File: src/lsu_config.svh
`ifndef LSU_CONFIG_SVH
`define LSU_CONFIG_SVH

// data path width in bits
`define LSU_XLEN 64

// number of XLEN-wide words in the data RAM
`define LSU_DEPTH 256

// word index width, log2 of LSU_DEPTH
`define LSU_IDX_W 8

`endif

File: src/lsu_pkg.sv
`include "lsu_config.svh"

package lsu_pkg;

    // bit 3 marks a store, bits 1:0 give log2 of the access size
    typedef enum logic [3:0] {
        LB  = 4'h0,
        LH  = 4'h1,
        LW  = 4'h2,
        LD  = 4'h3,
        LBU = 4'h4,
        LHU = 4'h5,
        LWU = 4'h6,
        SB  = 4'h8,
        SH  = 4'h9,
        SW  = 4'ha,
        SD  = 4'hb
    } mem_op_e;

    typedef struct packed {
        mem_op_e               op;
        logic [`LSU_XLEN-1:0] addr;
        logic [`LSU_XLEN-1:0] wdata;
    } lsu_req_t;

    typedef struct packed {
        logic [`LSU_IDX_W-1:0]  idx;
        logic                   wen;
        logic [`LSU_XLEN/8-1:0] wmask;
        logic [`LSU_XLEN-1:0]   wdata;
    } ram_acc_t;

    typedef struct packed {
        logic [`LSU_XLEN-1:0] rdata;
        logic                 fault;
        logic                 is_load;
    } lsu_rsp_t;

endpackage

File: src/load_extract.sv
`timescale 1ns/1ps
`include "lsu_config.svh"

module load_extract (
    input  logic                 clk,
    input  logic                 arst_n,
    input  logic                 req_valid,
    input  lsu_pkg::mem_op_e     op,
    input  logic [2:0]           offset,
    input  logic                 fault,
    input  logic [`LSU_XLEN-1:0] rd_word,
    output logic                 rsp_valid,
    output lsu_pkg::lsu_rsp_t    rsp
);

    logic                 valid_q;
    lsu_pkg::mem_op_e     op_q;
    logic [2:0]           offset_q;
    logic                 fault_q;
    logic [`LSU_XLEN-1:0] shifted;
    logic [`LSU_XLEN-1:0] load_val;
    logic                 is_load;

    // response stage, one cycle behind the request
    always_ff @(posedge clk or negedge arst_n) begin
        if (!arst_n) begin
            valid_q  <= 1'b0;
            op_q     <= lsu_pkg::LB;
            offset_q <= 3'd0;
            fault_q  <= 1'b0;
        end else begin
            valid_q  <= req_valid;
            op_q     <= op;
            offset_q <= offset;
            fault_q  <= fault;
        end
    end

    assign shifted = rd_word >> {offset_q, 3'b000};

    always_comb begin
        is_load  = 1'b1;
        load_val = '0;
        case (op_q)
            lsu_pkg::LB:  load_val = {{(`LSU_XLEN-8){shifted[7]}}, shifted[7:0]};
            lsu_pkg::LH:  load_val = {{(`LSU_XLEN-16){shifted[15]}}, shifted[15:0]};
            lsu_pkg::LW:  load_val = {{(`LSU_XLEN-32){shifted[31]}}, shifted[31:0]};
            lsu_pkg::LD:  load_val = shifted;
            lsu_pkg::LBU: load_val = {{(`LSU_XLEN-8){1'b0}}, shifted[7:0]};
            lsu_pkg::LHU: load_val = {{(`LSU_XLEN-16){1'b0}}, shifted[15:0]};
            lsu_pkg::LWU: load_val = {{(`LSU_XLEN-32){1'b0}}, shifted[31:0]};
            default: begin
                // stores and unused encodings
                is_load  = 1'b0;
                load_val = '0;
            end
        endcase
    end

    assign rsp_valid = valid_q;

    always_comb begin
        rsp.rdata   = (is_load && !fault_q) ? load_val : '0;
        rsp.fault   = fault_q;
        rsp.is_load = is_load;
    end

endmodule

File: config.mk
export PLATFORM = sky130hd
export DESIGN_NAME = load_extract
export DESIGN_NICKNAME = d
export VERILOG_FILES = /design/src/lsu_pkg.sv /design/src/load_extract.sv
export VERILOG_INCLUDE_DIRS = /design/src /design/src/src
export SDC_FILE = /design/constraint.sdc
export NUM_CORES = 1
export LEC_CHECK = 0
export BUFFER_PORTS_ARGS = -buffer_cell sky130_fd_sc_hd__buf_2
export CORE_MARGIN = 4
export CORE_UTILIZATION = 47
export DETAILED_ROUTE_END_ITERATION = 8
export GPL_ROUTABILITY_DRIVEN = 0
export GPL_TIMING_DRIVEN = 0
export HOLD_SLACK_MARGIN = 0.12
export MAX_ROUTING_LAYER = met4
export PLACE_DENSITY = 0.82
export SLEW_MARGIN = 5
export SYNTH_ARGS = -nofsm -noshare
export SYNTH_HDL_FRONTEND = slang
export SYNTH_SLANG_ARGS = --single-unit
File: constraint.sdc
create_clock -name clk -period 2.8 [get_ports clk]
set_input_delay 0.14 -clock clk [delete_from_list [all_inputs] [get_ports clk]]
set_output_delay 0.14 -clock clk [all_outputs]
set_load 0.03 [all_outputs]
==> key figures <==
Pwr
  • Pwr Density: 230.2 mW/mm^2
  • Peak VDD IR: approximately 170 uV
  • Leak Pwr: about 1.7 nW

Finish
  • FILL cells: between 400 and 500
  • Share of cells above drive strength 1: roughly half
  • Synth-to-Final Area Change: 37.11%
  • Diode count: 0
  • Nets: roughly 600

Detailed routing
  • WL/cell: 21.30 um
  • Initial DRC Count: ~570
  • Final ANT Viol Nets: 0
  • DRT Wirelength: ~13 mm
  • Drt drc: 0
  • Via density per instance: 6.563
  • Vias: 3859
  • DRT Pass-1 Iters: 5

Clocking
  • Clock tree sinks: 9
  • Root Buffer: clkbuf_8
  • Htree depth: 1
  • TritonCTS clock tree: done
  • Inserted Clock Buffers: 3
  • Clock Path Buffers: 2
  • Worst-path clk slew: ~0.050 ns

Yosys
  • Cells after Synth: 361
  • Synth top area share: between 10% and 20%
  • Synth cell types: 37
  • Mapped Nets: roughly 440
  • Most frequent cell after synthesis: nand2_1
  • Ys Warns: 0
  • Ys async rst share: 100.0%
  • Post-Syn Area per Cell: roughly 7.7 sq um
  • Ranking of synthesized cells by area: mux2_2 14%, mux4_2 12%, mux2i_1 11%, dfrtp_1 8.1%, nand2_1 8.1%
  • Netlist Area Pre-Place: between 0.002 and 0.003 sq mm
  • Register area share after synthesis: between 8 and 9%
  • Top cell types by occurrence after synthesis: 60 x nand2_1, 43 x a21oi_1, 34 x mux2_2, 32 x mux2i_1, 20 x a21oi_2
  • Ys flop type: dfrtp_1
  • EDFF count, synth: 0
  • #FFs+latches synth: 9
  • Largest area contributor in the netlist: mux2_2

Global routing
  • Number of global-route vias before repair: between 3000 and 4000
  • Gr usage total: approximately a third
  • GR Overflow Total: 0
  • First-pass GRT wire length: 18.71 mm
  • Antenna violations before repair: 0
  • Largest net degree at the start of global routing: 20

Worst setup path
  • CP endpoint kind: output pin
  • WP data required: around 2.7 ns
  • Arrival @ worst endpoint: approximately 2.6 ns
  • Critical Path Source Type: register
  • Worst path slowest cell: mux4_2
  • Crit path max-delay family: multiplexers
  • Critical path type: register to output pin
  • CP Buf/Inv Count: 3
  • Largest stage delay, worst path: 0.49 ns
  • Worst path cell trace: mux2_2, mux4_2, and3_4, a311oi_4, buf_4, buf_6, a21oi_1, buf_2
  • Max FO, Critical Path: 10

Status
  • Status: finished, final reports clean

Timing
  • Unrepaired setup endpoints after global routing: yes
  • Tmin final: 2.768 ns
  • Final Hold Slack: approximately 0.33 ns
  • Max Slew Vio Count: 0
  • # setup viols final: 0
  • Final Cycle Share: a little over nine tenths
  • Worst slew margin relative to its limit: between 20% and 30%
  • Setup TNS: 0 ns
  • Fmax: ~360 MHz
  • Fin. Hold Viols: 0
  • Tightest Pin Transition: around 1.1 ns

Floorplanning
  • Top-Level Pins: approximately 140
  • DIE WIDTH: around 85 um
  • Initial Util: between 40% and 50%
  • Num rows: 27
  • Die area: just over 0.007 sq mm
  • Core Box Area: 0.005642 sq mm
  • Die height: approximately 85 um

Place
  • Port bufs: approximately 140
  • Detailed Place HPWL: ~9.1 mm

Flow run
  • Max-capacitance violation count: 0

Worst hold path
  • Worst Hold Class: input port to asynchronous set/reset pin
## per-layer routing
metal	vias to the layer above	part of all wire, %	track usage, %
met3	89	15	6.796
met4	0	5.2	14.68
met5	-	0	-
met1	1732	35	41.41
met2	402	45	51.13
li1	1636	-	-
## final timing paths
kind	from	end	slack [ns]	depth (start not counted)
max in group asynchronous	arst_n	offset_q[1]	2.27	2
worst max-delay path	offset_q[1]	rsp[56]	0.03	8
worst min-delay path	arst_n	fault_q	0.33	2
min in group clk	op[1]	op_q[1]	0.54	2
## layout make-up
type                       instances  area [sq um]  area share, %
multi-input combinational        305          2382          62.24
timing repair buffer             152         828.3          21.64
sequential                         9         226.5          5.917
buffer                            37         221.5          5.786
tap                               72         90.09          2.354
clock buffer                       4         45.04          1.177
inverter                           9         33.78         0.8826
## registers in the layout, indices dropped and copies added, names as in the netlist
| name | cells |
|---|---|
| offset_q | 3 |
| fault_q | 1 |
| op_q | 4 |
| rsp_valid | 1 |
## cell usage in the layout (no fill, tap or decap), types with 4 or more instances in the layout
cell type / count
mux2i_1: 32
mux4_2: 15
a21oi_1: 43
nor2_1: 8
nor2b_1: 15
buf_2: 144
dfrtp_1: 8
o22ai_1: 14
a211oi_1: 8
buf_6: 4
buf_4: 10
dlygate4sd3_1: 10
o211ai_1: 9
inv_1: 8
mux2_2: 34
o21ai_0: 8
clkbuf_1: 13
nand2_1: 60
nand2b_1: 18
clkbuf_4: 4
a21oi_2: 20
## stage by stage
step | setup slack [ns] | instances | cell area (sq um) | util, % | power (mW)
after global placement | -0.2353 | 574 | 3587 | 63.58 | 0.6677
after global routing | -0.06668 | 588 | 3827 | 67.84 | 0.9179
after floorplan | 0.4578 | 361 | 2791 | - | 0.5020
final | 0.03242 | 588 | 3827 | 67.84 | 0.8812
after CTS | -0.01104 | 588 | 3769 | 66.80 | 0.8466
after detailed placement | -0.2047 | 574 | 3587 | 63.58 | 0.6797
## power by group
group	internal, mW	leakage, nW	switching, mW	total (mW)
clock network	0.0994	0.0228	0.0530	0.152
registers	0.137	0.104	0.0107	0.148
logic	0.242	1.61	0.339	0.581
total	0.479	1.74	0.402	0.881
## cell families after synthesis
group	share of synthesized area, %
DFF	8.068
muxes	37.70
buffers and inverters	8.337
AOI/OAI and AO/OA	25.10
and+or+nand+nor	20.80
## repair_timing
item,CTS,global route
buffers inserted,1,0
setup endpoints to repair,40,56
endpoints found under the hold margin,18,0
hold buffers,10,0
pin swaps,1,2
gates resized for setup,13,22
No activity file was read; power rests on OpenSTA's default activity.
