===== config.mk =====
export PLATFORM = sky130hd
export DESIGN_NAME = mem_access_decode
export DESIGN_NICKNAME = d
export VERILOG_FILES = /design/src/lsu_pkg.sv /design/src/mem_access_decode.sv
export VERILOG_INCLUDE_DIRS = /design/src /design/src/src
export SDC_FILE = /design/constraint.sdc
export NUM_CORES = 1
export LEC_CHECK = 0
export ABC_AREA = 1
export BUFFER_PORTS_ARGS = -buffer_cell sky130_fd_sc_hd__buf_2
export CORE_AREA = 2 2 84 86
export DETAILED_ROUTE_END_ITERATION = 10
export DIE_AREA = 0 0 86 88
export GPL_TIMING_DRIVEN = 0
export PLACE_DENSITY = 0.79
export SYNTH_ARGS = -nofsm -noshare
export SYNTH_HDL_FRONTEND = slang
export SYNTH_SLANG_ARGS = --single-unit

===== constraint.sdc =====
create_clock -name vclk -period 1
set_input_delay 0.05 -clock vclk [all_inputs]
set_output_delay 0.05 -clock vclk [all_outputs]
set_load 0.1 [all_outputs]

===== src/lsu_config.svh =====
`ifndef LSU_CONFIG_SVH
`define LSU_CONFIG_SVH

// data path width in bits
`define LSU_XLEN 64

// number of XLEN-wide words in the data RAM
`define LSU_DEPTH 256

// word index width, log2 of LSU_DEPTH
`define LSU_IDX_W 8

`endif


===== src/lsu_pkg.sv =====
`include "lsu_config.svh"

package lsu_pkg;

    // bit 3 marks a store, bits 1:0 give log2 of the access size
    typedef enum logic [3:0] {
        LB  = 4'h0,
        LH  = 4'h1,
        LW  = 4'h2,
        LD  = 4'h3,
        LBU = 4'h4,
        LHU = 4'h5,
        LWU = 4'h6,
        SB  = 4'h8,
        SH  = 4'h9,
        SW  = 4'ha,
        SD  = 4'hb
    } mem_op_e;

    typedef struct packed {
        mem_op_e               op;
        logic [`LSU_XLEN-1:0] addr;
        logic [`LSU_XLEN-1:0] wdata;
    } lsu_req_t;

    typedef struct packed {
        logic [`LSU_IDX_W-1:0]  idx;
        logic                   wen;
        logic [`LSU_XLEN/8-1:0] wmask;
        logic [`LSU_XLEN-1:0]   wdata;
    } ram_acc_t;

    typedef struct packed {
        logic [`LSU_XLEN-1:0] rdata;
        logic                 fault;
        logic                 is_load;
    } lsu_rsp_t;

endpackage


===== src/mem_access_decode.sv =====
`timescale 1ns/1ps
`include "lsu_config.svh"

module mem_access_decode (
    input  logic              req_valid,
    input  lsu_pkg::lsu_req_t req,
    output lsu_pkg::ram_acc_t acc,
    output logic              fault
);

    logic [1:0]             size_log2;
    logic                   is_store;
    logic [2:0]             offset;
    logic                   misaligned;
    logic [`LSU_XLEN/8-1:0] size_ones;

    assign offset = req.addr[2:0];

    // access size and direction from the opcode
    always_comb begin
        size_log2 = 2'd0;
        is_store  = 1'b0;
        case (req.op)
            lsu_pkg::LB, lsu_pkg::LBU: size_log2 = 2'd0;
            lsu_pkg::LH, lsu_pkg::LHU: size_log2 = 2'd1;
            lsu_pkg::LW, lsu_pkg::LWU: size_log2 = 2'd2;
            lsu_pkg::LD:               size_log2 = 2'd3;
            lsu_pkg::SB: begin
                size_log2 = 2'd0;
                is_store  = 1'b1;
            end
            lsu_pkg::SH: begin
                size_log2 = 2'd1;
                is_store  = 1'b1;
            end
            lsu_pkg::SW: begin
                size_log2 = 2'd2;
                is_store  = 1'b1;
            end
            lsu_pkg::SD: begin
                size_log2 = 2'd3;
                is_store  = 1'b1;
            end
            default: begin
                size_log2 = 2'd0;
                is_store  = 1'b0;
            end
        endcase
    end

    // natural alignment needs the offset bits below the size to be zero
    always_comb begin
        case (size_log2)
            2'd1:    misaligned = offset[0];
            2'd2:    misaligned = |offset[1:0];
            2'd3:    misaligned = |offset;
            default: misaligned = 1'b0;
        endcase
    end

    always_comb begin
        case (size_log2)
            2'd0:    size_ones = 8'h01;
            2'd1:    size_ones = 8'h03;
            2'd2:    size_ones = 8'h0f;
            default: size_ones = 8'hff;
        endcase
    end

    assign fault = req_valid & misaligned;

    always_comb begin
        acc.idx   = req.addr[`LSU_IDX_W+2:3];
        acc.wen   = req_valid & is_store & ~misaligned;
        acc.wmask = size_ones << offset;
        // bytes above the access size land outside the mask
        acc.wdata = req.wdata << {offset, 3'b000};
    end

endmodule


==> metrics.csv, run 1 <==
metric,value,unit
outcome,did not finish,
lastStage,global routing (5_1_grt),
error_line,[ERROR DPL-0033] detailed placement checks failed during check placement.,
yosysTopAreaCellShare,24.53,%
syn-num-nets,530,
place_area,3889,sq um
io_buffers,153,
grt_max_degree,11,
netlist_area,1943,sq um
syn_avg_cell_area,4.894,sq um
antenna_found_initial,0,
worst_endpoint_kind,output port,
synth_area_leaders,"nand2_1 (25%), nor2_1 (9.1%), o21ai_1 (8.5%), nand3_1 (7.7%), inv_1 (5.6%)",
hpwl,8.617,mm
holdBufCountCts,0,
worstEndpointGrtRepair,acc[63],
yosysTopAreaCell,nand2_1,
synth_seq_area_share,0,%
die_height,88,microns
yosysWarnings,0,
floorplan.initialDensity,29.25,%
gp_congestion,0.9160,
io_pins,215,
syn_inst,397,
yosysUniqueCellTypes,28,
dieWidth,86,microns
fp-row-count,30,
-- through the flow --
stage	std cells	hold WS (ns)	worst slack (ns)	utilization (%)	TNS, ns
after CTS	659	0.4842	-0.2416	85.86	-9.939
after detailed placement	630	0.4843	-0.8992	58.53	-38.22
after global placement	630	0.4839	-0.8755	58.53	-37.15
after floorplan	397	0.3115	-0.3842	-	-10.20
-- kinds of logic after synthesis --
kind of cell,after synthesis,share of synthesized area [%]
and+or+nand+nor,226,48.68
buffers and inverters,71,19.19
AOI/OAI and AO/OA,100,32.13
-- cells in the mapped netlist (all sizes together) --
cell type / number
nand3: 30
o211ai: 10
nand2: 131
a31oi: 2
o31ai: 6
o21ai: 64
a21oi: 2
nor2: 48
o22ai: 8
o221ai: 8
inv: 33
buf: 30
clkinv: 1
clkbuf: 7
nand4: 1
or2: 5
and2: 11
-- timing repair --
action,4_1_cts
setup endpoints to repair,74
resized for setup,381
setup buffers,25
pin swaps,29
cloned,4
==> inputs of run 2 (changes only) <==
Settings changed: CORE_AREA 2 2 84 86 to 2 2 100 102, DIE_AREA 0 0 86 88 to 0 0 102 104, PLACE_DENSITY 0.79 to unset, PLACE_DENSITY_LB_ADDON set to 0.15.
==> metrics.csv, run 2 <==
metric,value,unit
die_area,10610,sq um
synth_seq_area_share,0,%
yosysMostFrequentCell,nand2_1,
min_period,1.278,ns
grt_first_pass_wirelength,19.87,mm
fp-row-count,36,
place_area,3955,sq um
synthMuxAreaShare,0,%
track_usage,24.08,%
synth_top_family_by_area,simple AND/OR/NAND/NOR gates,
drcViolationCount,0,
wl_per_cell,19.46,microns
synth_area_leaders,"nand2_1 (25%), nor2_1 (9.1%), o21ai_1 (8.5%), nand3_1 (7.7%), inv_1 (5.6%)",
gp_congestion,0.8678,
dieWidth,102,microns
grt_pass1_vias,3615,
maxCapViolations,0,
yosysUniqueCellTypes,28,
antenna_cells,0,
required,0.95,ns
setup_violations,62,
tightestPinTransition,0.4876,ns
hold_path_class,in -> out,
drive_gt1_share,75.26,%
flops_and_latches,0,
holdPathStages,2,
syn2layout_area_growth,223.8,%
syn_avg_cell_area,4.894,sq um
yosysTopAreaCell,nand2_1,
clock_buffers,0,
crit_start,req[64],
maxSlewHeadroom,67.72,%
syn_inst,397,
start_kind,input pin,
critPathMaxFanout,5,
syn-num-nets,530,
timing.final.ws_setup,-0.2785,ns
synthAdderAreaFrac,0,%
synthXorXnorAreaFrac,0,%
antenna_found_initial,0,
synth-compound-area-share,32.13,%
layout_commonest_cell,buf_12,
final_net_count,721,
synth-simple-area-share,48.68,%
dr.first_iter.drc_count,135,
floorplan.initialDensity,20.35,%
fmax,0.7822,GHz
cp-end-kind,primary output,
crit_type,in -> out,
vdd_drop_max,517.2,uV
failed_checks,setup timing,
final_area,6292,sq um
critical_path_arrival,1.23,ns
grt_setup_unrepaired,yes,
p_leak,0.002643,uW
fin_crit_sh,127.8,%
register_area,0,sq um
hp-start,req[74],
p_per_area,870.9,nW/um^2
io_pins,215,
final_cell_mix,"buf_12 (93), buf_2 (77), nand2_1 (75)",
maxSlewViolCount,0,
netlist_area,1943,sq um
via_per_inst,5.003,
vias,3597,
finalHoldViolCount,0,
first_pass_iters,4,
holdBufCountCts,0,
setup_tns,-11.29,ns
yosysTopAreaCellShare,24.53,%
core_area,9549,sq um
overflow,0,
synthTopCellsByCount,"nand2_1 (127), nor2_1 (47), o21ai_1 (33)",
outcome,"complete, but fails checks",
yosysWarnings,0,
io_buffers,153,
fill_cells,787,
die_height,104,microns
grt_max_degree,11,
routed_wirelength,14.00,mm
final_antenna_net_count,0,
hpwl,9.532,mm
==> run 2: power breakdown <==
group          switching [uW]  internal, uW  total [uW]
clock                       0             0           0
sequential                  0             0           0
combinational            3490          1990        5480
==> run 2: logic make-up after synthesis <==
| family | count (synthesis) |
|---|---|
| simple gates | 226 |
| compound gates | 100 |
| buf+inv | 71 |
==> run 2: worst paths after layout <==
kind	to	slack [ns]
max	acc[41]	-0.28
min	acc[80]	0.48
==> run 2: cell type report <==
class                           count  area (sq um)  share of cell area [%]
Buffer                             37         442.9                   7.039
Inverter                           34         195.2                   3.102
Multi-Input combinational cell    326          3090                   49.12
Tap cell                          133         166.4                   2.645
Timing Repair Buffer              188          2381                   37.84
Timing Repair inverter              1         16.27                  0.2585
==> run 2: critical path, stage by stage <==
cell and delay [ns]:
buf_12 0.12, buf_12 0.14, buf_12 0.14, nand2_1 0.06, and2_4 0.15, nand2_1 0.06
o211ai_1 0.16, o31ai_4 0.14, buf_12 0.19
==> run 2: what timing repair did <==
item,CTS,global route
resized for setup,383,102
cloned,2,5
pin swaps,28,27
buffers inserted,15,14
endpoints found under the setup margin,74,72
==> run 2: metrics by stage <==
stage	hold slack (ns)	setup WS, ns	power [uW]	util (%)	instances
6_report	0.4832	-0.2785	5480	65.89	719
5_1_grt	0.4866	-0.3179	5659	65.89	719
4_1_cts	0.4841	-0.2696	5119	58.90	700
3_5_place_dp	0.4842	-0.9817	3938	41.42	683
3_3_place_gp	0.4844	-0.9671	3934	41.42	683
2_1_floorplan	0.3115	-0.3842	3250	-	397
==> run 2: metal layers <==
metal | up-vias | wire length (microns) | global-route usage [%]
li1 | 1708 | - | -
met1 | 1737 | 5460 | 31.66
met2 | 135 | 7475 | 42.76
met3 | 17 | 774 | 1.546
met4 | 0 | 285 | 4.762
met5 | - | 0 | 0
No activity file was read; power rests on OpenSTA's default activity.
==> inputs of run 3 (changes only) <==
Settings changed: ABC_AREA 1 to unset, CORE_AREA 2 2 100 102 to 2 2 101 103, DIE_AREA 0 0 102 104 to 0 0 103 105.
==> metrics.csv, run 3 <==
metric,value,unit
outcome,"complete, but fails checks",
failed_checks,setup timing,
floorplan.initialDensity,20.70,%
critical_path_arrival,1.35,ns
register_area,0,sq um
maxSlewViolCount,0,
holdPathEnd,acc[79],
grt_setup_unrepaired,yes,
critPathSlowestCell,mux4_2,
yosysWarnings,0,
overflow,0,
vias,3068,
timing.final.ws_setup,-0.4043,ns
die_height,105,microns
fp-row-count,36,
routed_wirelength,13.67,mm
netlist_area,1996,sq um
crit_type,in -> out,
dieWidth,103,microns
layout_commonest_cell,buf_12,
yosysMostFrequentCell,mux2i_1,
antenna_found_initial,0,
hpwl,8.368,mm
syn-num-nets,370,
via_per_inst,5.182,
track_usage,24.02,%
core_area,9639,sq um
cp-end-kind,primary output,
fill_cells,700,
syn2layout_area_growth,230.5,%
grt_max_degree,12,
grt_first_pass_wirelength,19.66,mm
clock_buffers,0,
p_leak,0.002649,uW
setup_violations,74,
syn_avg_cell_area,8.421,sq um
drive_gt1_share,94.77,%
holdPathStages,2,
final_cell_mix,"buf_12 (88), buf_2 (77), buf_4 (38)",
finalHoldViolCount,0,
maxCapViolations,0,
vdd_drop_max,548.9,uV
p_per_area,880.0,nW/um^2
flops_and_latches,0,
holdBufCountCts,0,
final_net_count,594,
wl_per_cell,23.09,microns
start_kind,input pin,
io_pins,215,
first_pass_iters,4,
crit_chain,buf_12 -> buf_12 -> buf_8 -> mux4_2 -> mux2_4 -> buf_12,
syn_inst,237,
min_period,1.404,ns
die_area,10820,sq um
hold_ws,0.4834,ns
dr.first_iter.drc_count,80,
tightestPinTransition,0.4890,ns
maxSlewHeadroom,67.62,%
gp_congestion,0.8135,
hold_path_class,in -> out,
critPathMaxFanout,7,
pre_cts_slack,-0.7853,ns
max_stage_delay,0.49,ns
required,0.95,ns
yosysUniqueCellTypes,35,
grt_pass1_vias,3220,
final_antenna_net_count,0,
antenna_cells,0,
hp-start,req[73],
drcViolationCount,0,
synthTopCellsByCount,"mux2i_1 (48), and2_1 (18), nor2_1 (18)",
fin_crit_sh,140.4,%
fin_util,68.43,%
fmax,0.7121,GHz
io_buffers,152,
yosysTopAreaCell,mux2i_1,
path_common_cell,buf_12,
yosysTopAreaCellShare,24.08,%
synth_area_leaders,"mux2i_1 (24%), mux4_2 (18%), mux2_2 (9.0%), a2bb2oi_1 (6.1%), and2_1 (5.6%)",
synth_seq_area_share,0,%
[run 3: cell count changes after synthesis, sizes merged, moves of 29 or more]
cell	previous run	this run
nand2	131	14
o21ai	64	9
mux2i	0	48
inv	33	3
nor2	48	18
nand3	30	1
[run 3: area by class of cell]
type	count	area [sq um]	share of cell area, %
multi-input cells	200	3133	47.50
plain buffers	35	560.5	8.498
well taps	133	166.4	2.523
inverters	3	22.52	0.3414
repair buffers	221	2714	41.14
[run 3: worst max path at each step]
stage | startpoint | slack [ns] | end | depth (start not counted)
finish | req[64] | -0.40 | acc[60] | 6
global route | req[64] | -0.42 | acc[60] | 6
CTS | req[64] | -0.40 | acc[56] | 6
detailed placement | req[65] | -0.79 | acc[56] | 6
global placement | req[65] | -0.78 | acc[56] | 6
floorplan | req[64] | -0.48 | acc[68] | 5
[run 3: repair_timing]
action,4_1_cts,5_1_grt
gates resized for setup,423,49
endpoints found under the setup margin,74,74
gates cloned,11,1
buffers inserted,36,28
pin swaps,25,21
[run 3: through the flow]
step	std cells	area, sq um	power (uW)	TNS [ns]
2_1_floorplan	237	3033	3341	-22.16
3_3_place_gp	522	3960	4016	-43.28
3_5_place_dp	522	3960	4028	-43.69
4_1_cts	569	6257	5587	-16.42
5_1_grt	592	6596	5962	-20.78
6_report	592	6596	5805	-18.68
[run 3: power by group]
group	internal, uW	total (uW)	switching, uW
clock	0	0	0
sequential	0	0	0
combinational	2440	5810	3360
total	2440	5810	3360
[run 3: per-layer routing]
| metal | global-route usage [%] | vias to the layer above | routed length, microns |
|---|---|---|---|
| met4 | 3.665 | 0 | 250 |
| met2 | 43.27 | 143 | 7335 |
| met1 | 30.87 | 1523 | 5276 |
| met5 | 0 | - | 0 |
| met3 | 2.609 | 20 | 805 |
| li1 | - | 1382 | - |
[run 3: worst max-delay path: cells and delay by family]
family	cells	cell delay [ns]
multiplexers	2	0.78
buffers and inverters	4	0.51
[run 3: logic make-up (layout without fill, tap and decap cells)]
logic type	Yosys count	count (layout)	share of synthesized area, %
mux	82	82	52.66
simple gates	59	60	14.48
compound gates	57	57	20.19
buf+inv	38	259	12.23
xor+xnor	1	1	0.4390
==> inputs of run 4 (changes only) <==
Settings changed: CORE_AREA 2 2 101 103 to 2 2 85 87, DIE_AREA 0 0 103 105 to 0 0 87 89.
==> metrics.csv, run 4 (same netlist as run 3, synthesis figures left out) <==
metric,value,unit
outcome,"complete, but fails checks",
failed_checks,setup timing,
setup_violations,74,
wl_per_cell,34.32,microns
flops_and_latches,0,
final_net_count,585,
register_area,0,sq um
vias,3617,
required,0.95,ns
overflow,0,
floorplan.initialDensity,29.70,%
grt_first_pass_wirelength,21.74,mm
final_cell_mix,"buf_12 (87), buf_2 (77), buf_4 (34)",
vdd_drop_max,796.3,uV
seqPwrFrac,0,%
fin_util,95.40,%
die_height,89,microns
p_per_area,927.6,nW/um^2
critical_path_arrival,1.38,ns
timing.final.ws_setup,-0.4343,ns
critPathMaxFanout,7,
finalHoldViolCount,0,
io_pins,215,
pre_cts_slack,-0.7252,ns
hold_path_class,in -> out,
first_pass_iters,5,
dp.cells,469,
routed_wirelength,18.19,mm
dr.first_iter.drc_count,223,
switching_share,59.88,%
power.switching,3560,uW
syn2layout_area_growth,221.2,%
dieWidth,87,microns
core_area,6719,sq um
track_usage,37.58,%
internal-power,2385,uW
grt_pass1_vias,3445,
fmax,0.6972,GHz
drive_gt1_share,93.56,%
comb_power_share,100.0,%
maxCapViolations,0,
maxSlewViolCount,0,
tightestPinTransition,0.5356,ns
layout_commonest_cell,buf_12,
grt_max_degree,12,
fp-row-count,30,
start_kind,input pin,
antenna_found_initial,0,
maxSlewHeadroom,64.13,%
fin_crit_sh,143.4,%
via_per_inst,6.825,
antenna_cells,0,
p_leak,0.002578,uW
clock_buffers,0,
cp-end-kind,primary output,
hpwl,7.486,mm
fill_cells,135,
gp_congestion,0.8527,
drcViolationCount,0,
io_buffers,152,
instances_no_fill,530,
grt_setup_unrepaired,yes,
min_period,1.434,ns
setup_tns,-23.92,ns
crit_type,in -> out,
die_area,7743,sq um
pwr-share-clk,0,%
final_antenna_net_count,0,
[run 4: cell types whose count changed in the layout (fill, tap and decap cells not counted), moves of 4 or more]
| cell | delta |
|---|---|
| mux2_4 | -5 |
| mux2i_2 | -6 |
| mux2i_1 | +4 |
| mux2_2 | +5 |
| buf_4 | -4 |
| buf_6 | -5 |
[run 4: layout make-up]
type	instances	area (sq um)	share of cell area, %
plain buffers	34	548.0	8.550
well taps	80	100.1	1.562
repair buffers	213	2589	40.39
inverters	3	23.77	0.3709
multi-input cells	200	3149	49.13
[run 4: power by group through the flow]
stage | clock (uW) | sequential, uW | combinational, uW
after CTS | 0 | 0 | 5490
after global routing | 0 | 0 | 6030
after floorplan | 0 | 0 | 3340
final | 0 | 0 | 5950
after detailed placement | 0 | 0 | 3990
after global placement | 0 | 0 | 3980
[run 4: timing repair]
action                                  in CTS  in global routing
pin swaps                                   15                 28
hold buffers                                 0                  0
gates resized for setup                    406                 58
endpoints found under the setup margin      74                 74
cloned                                       9                  2
setup buffers                               36                 22
[run 4: final timing paths]
path / from / end / slack [ns] / depth (start not counted)
worst min-delay path: req[71] / acc[77] / 0.48 / 2
worst max-delay path: req[64] / acc[62] / -0.43 / 6
[run 4: layer usage]
layer	up-vias	share of wire [%]	GRT usage (%)
met5	-	0	0
met4	0	6.8	15.91
met3	121	12	6.556
met2	405	48	66.27
met1	1743	34	45.05
li1	1348	-	-
[run 4: per-stage QoR]
stage	cell area [sq um]	hold WS, ns	total power, uW
after floorplan	3033	0.2738	3341
after CTS	6078	0.4845	5487
after detailed placement	3894	0.4847	3994
after global placement	3894	0.4844	3980
after global routing	6410	0.4860	6028
final	6410	0.4839	5946
[run 4: worst max-delay path: stages]
cell	delay, ns
buf_12	0.10
buf_12	0.13
buf_8	0.13
mux4_2	0.51
mux2_4	0.29
buf_12	0.17
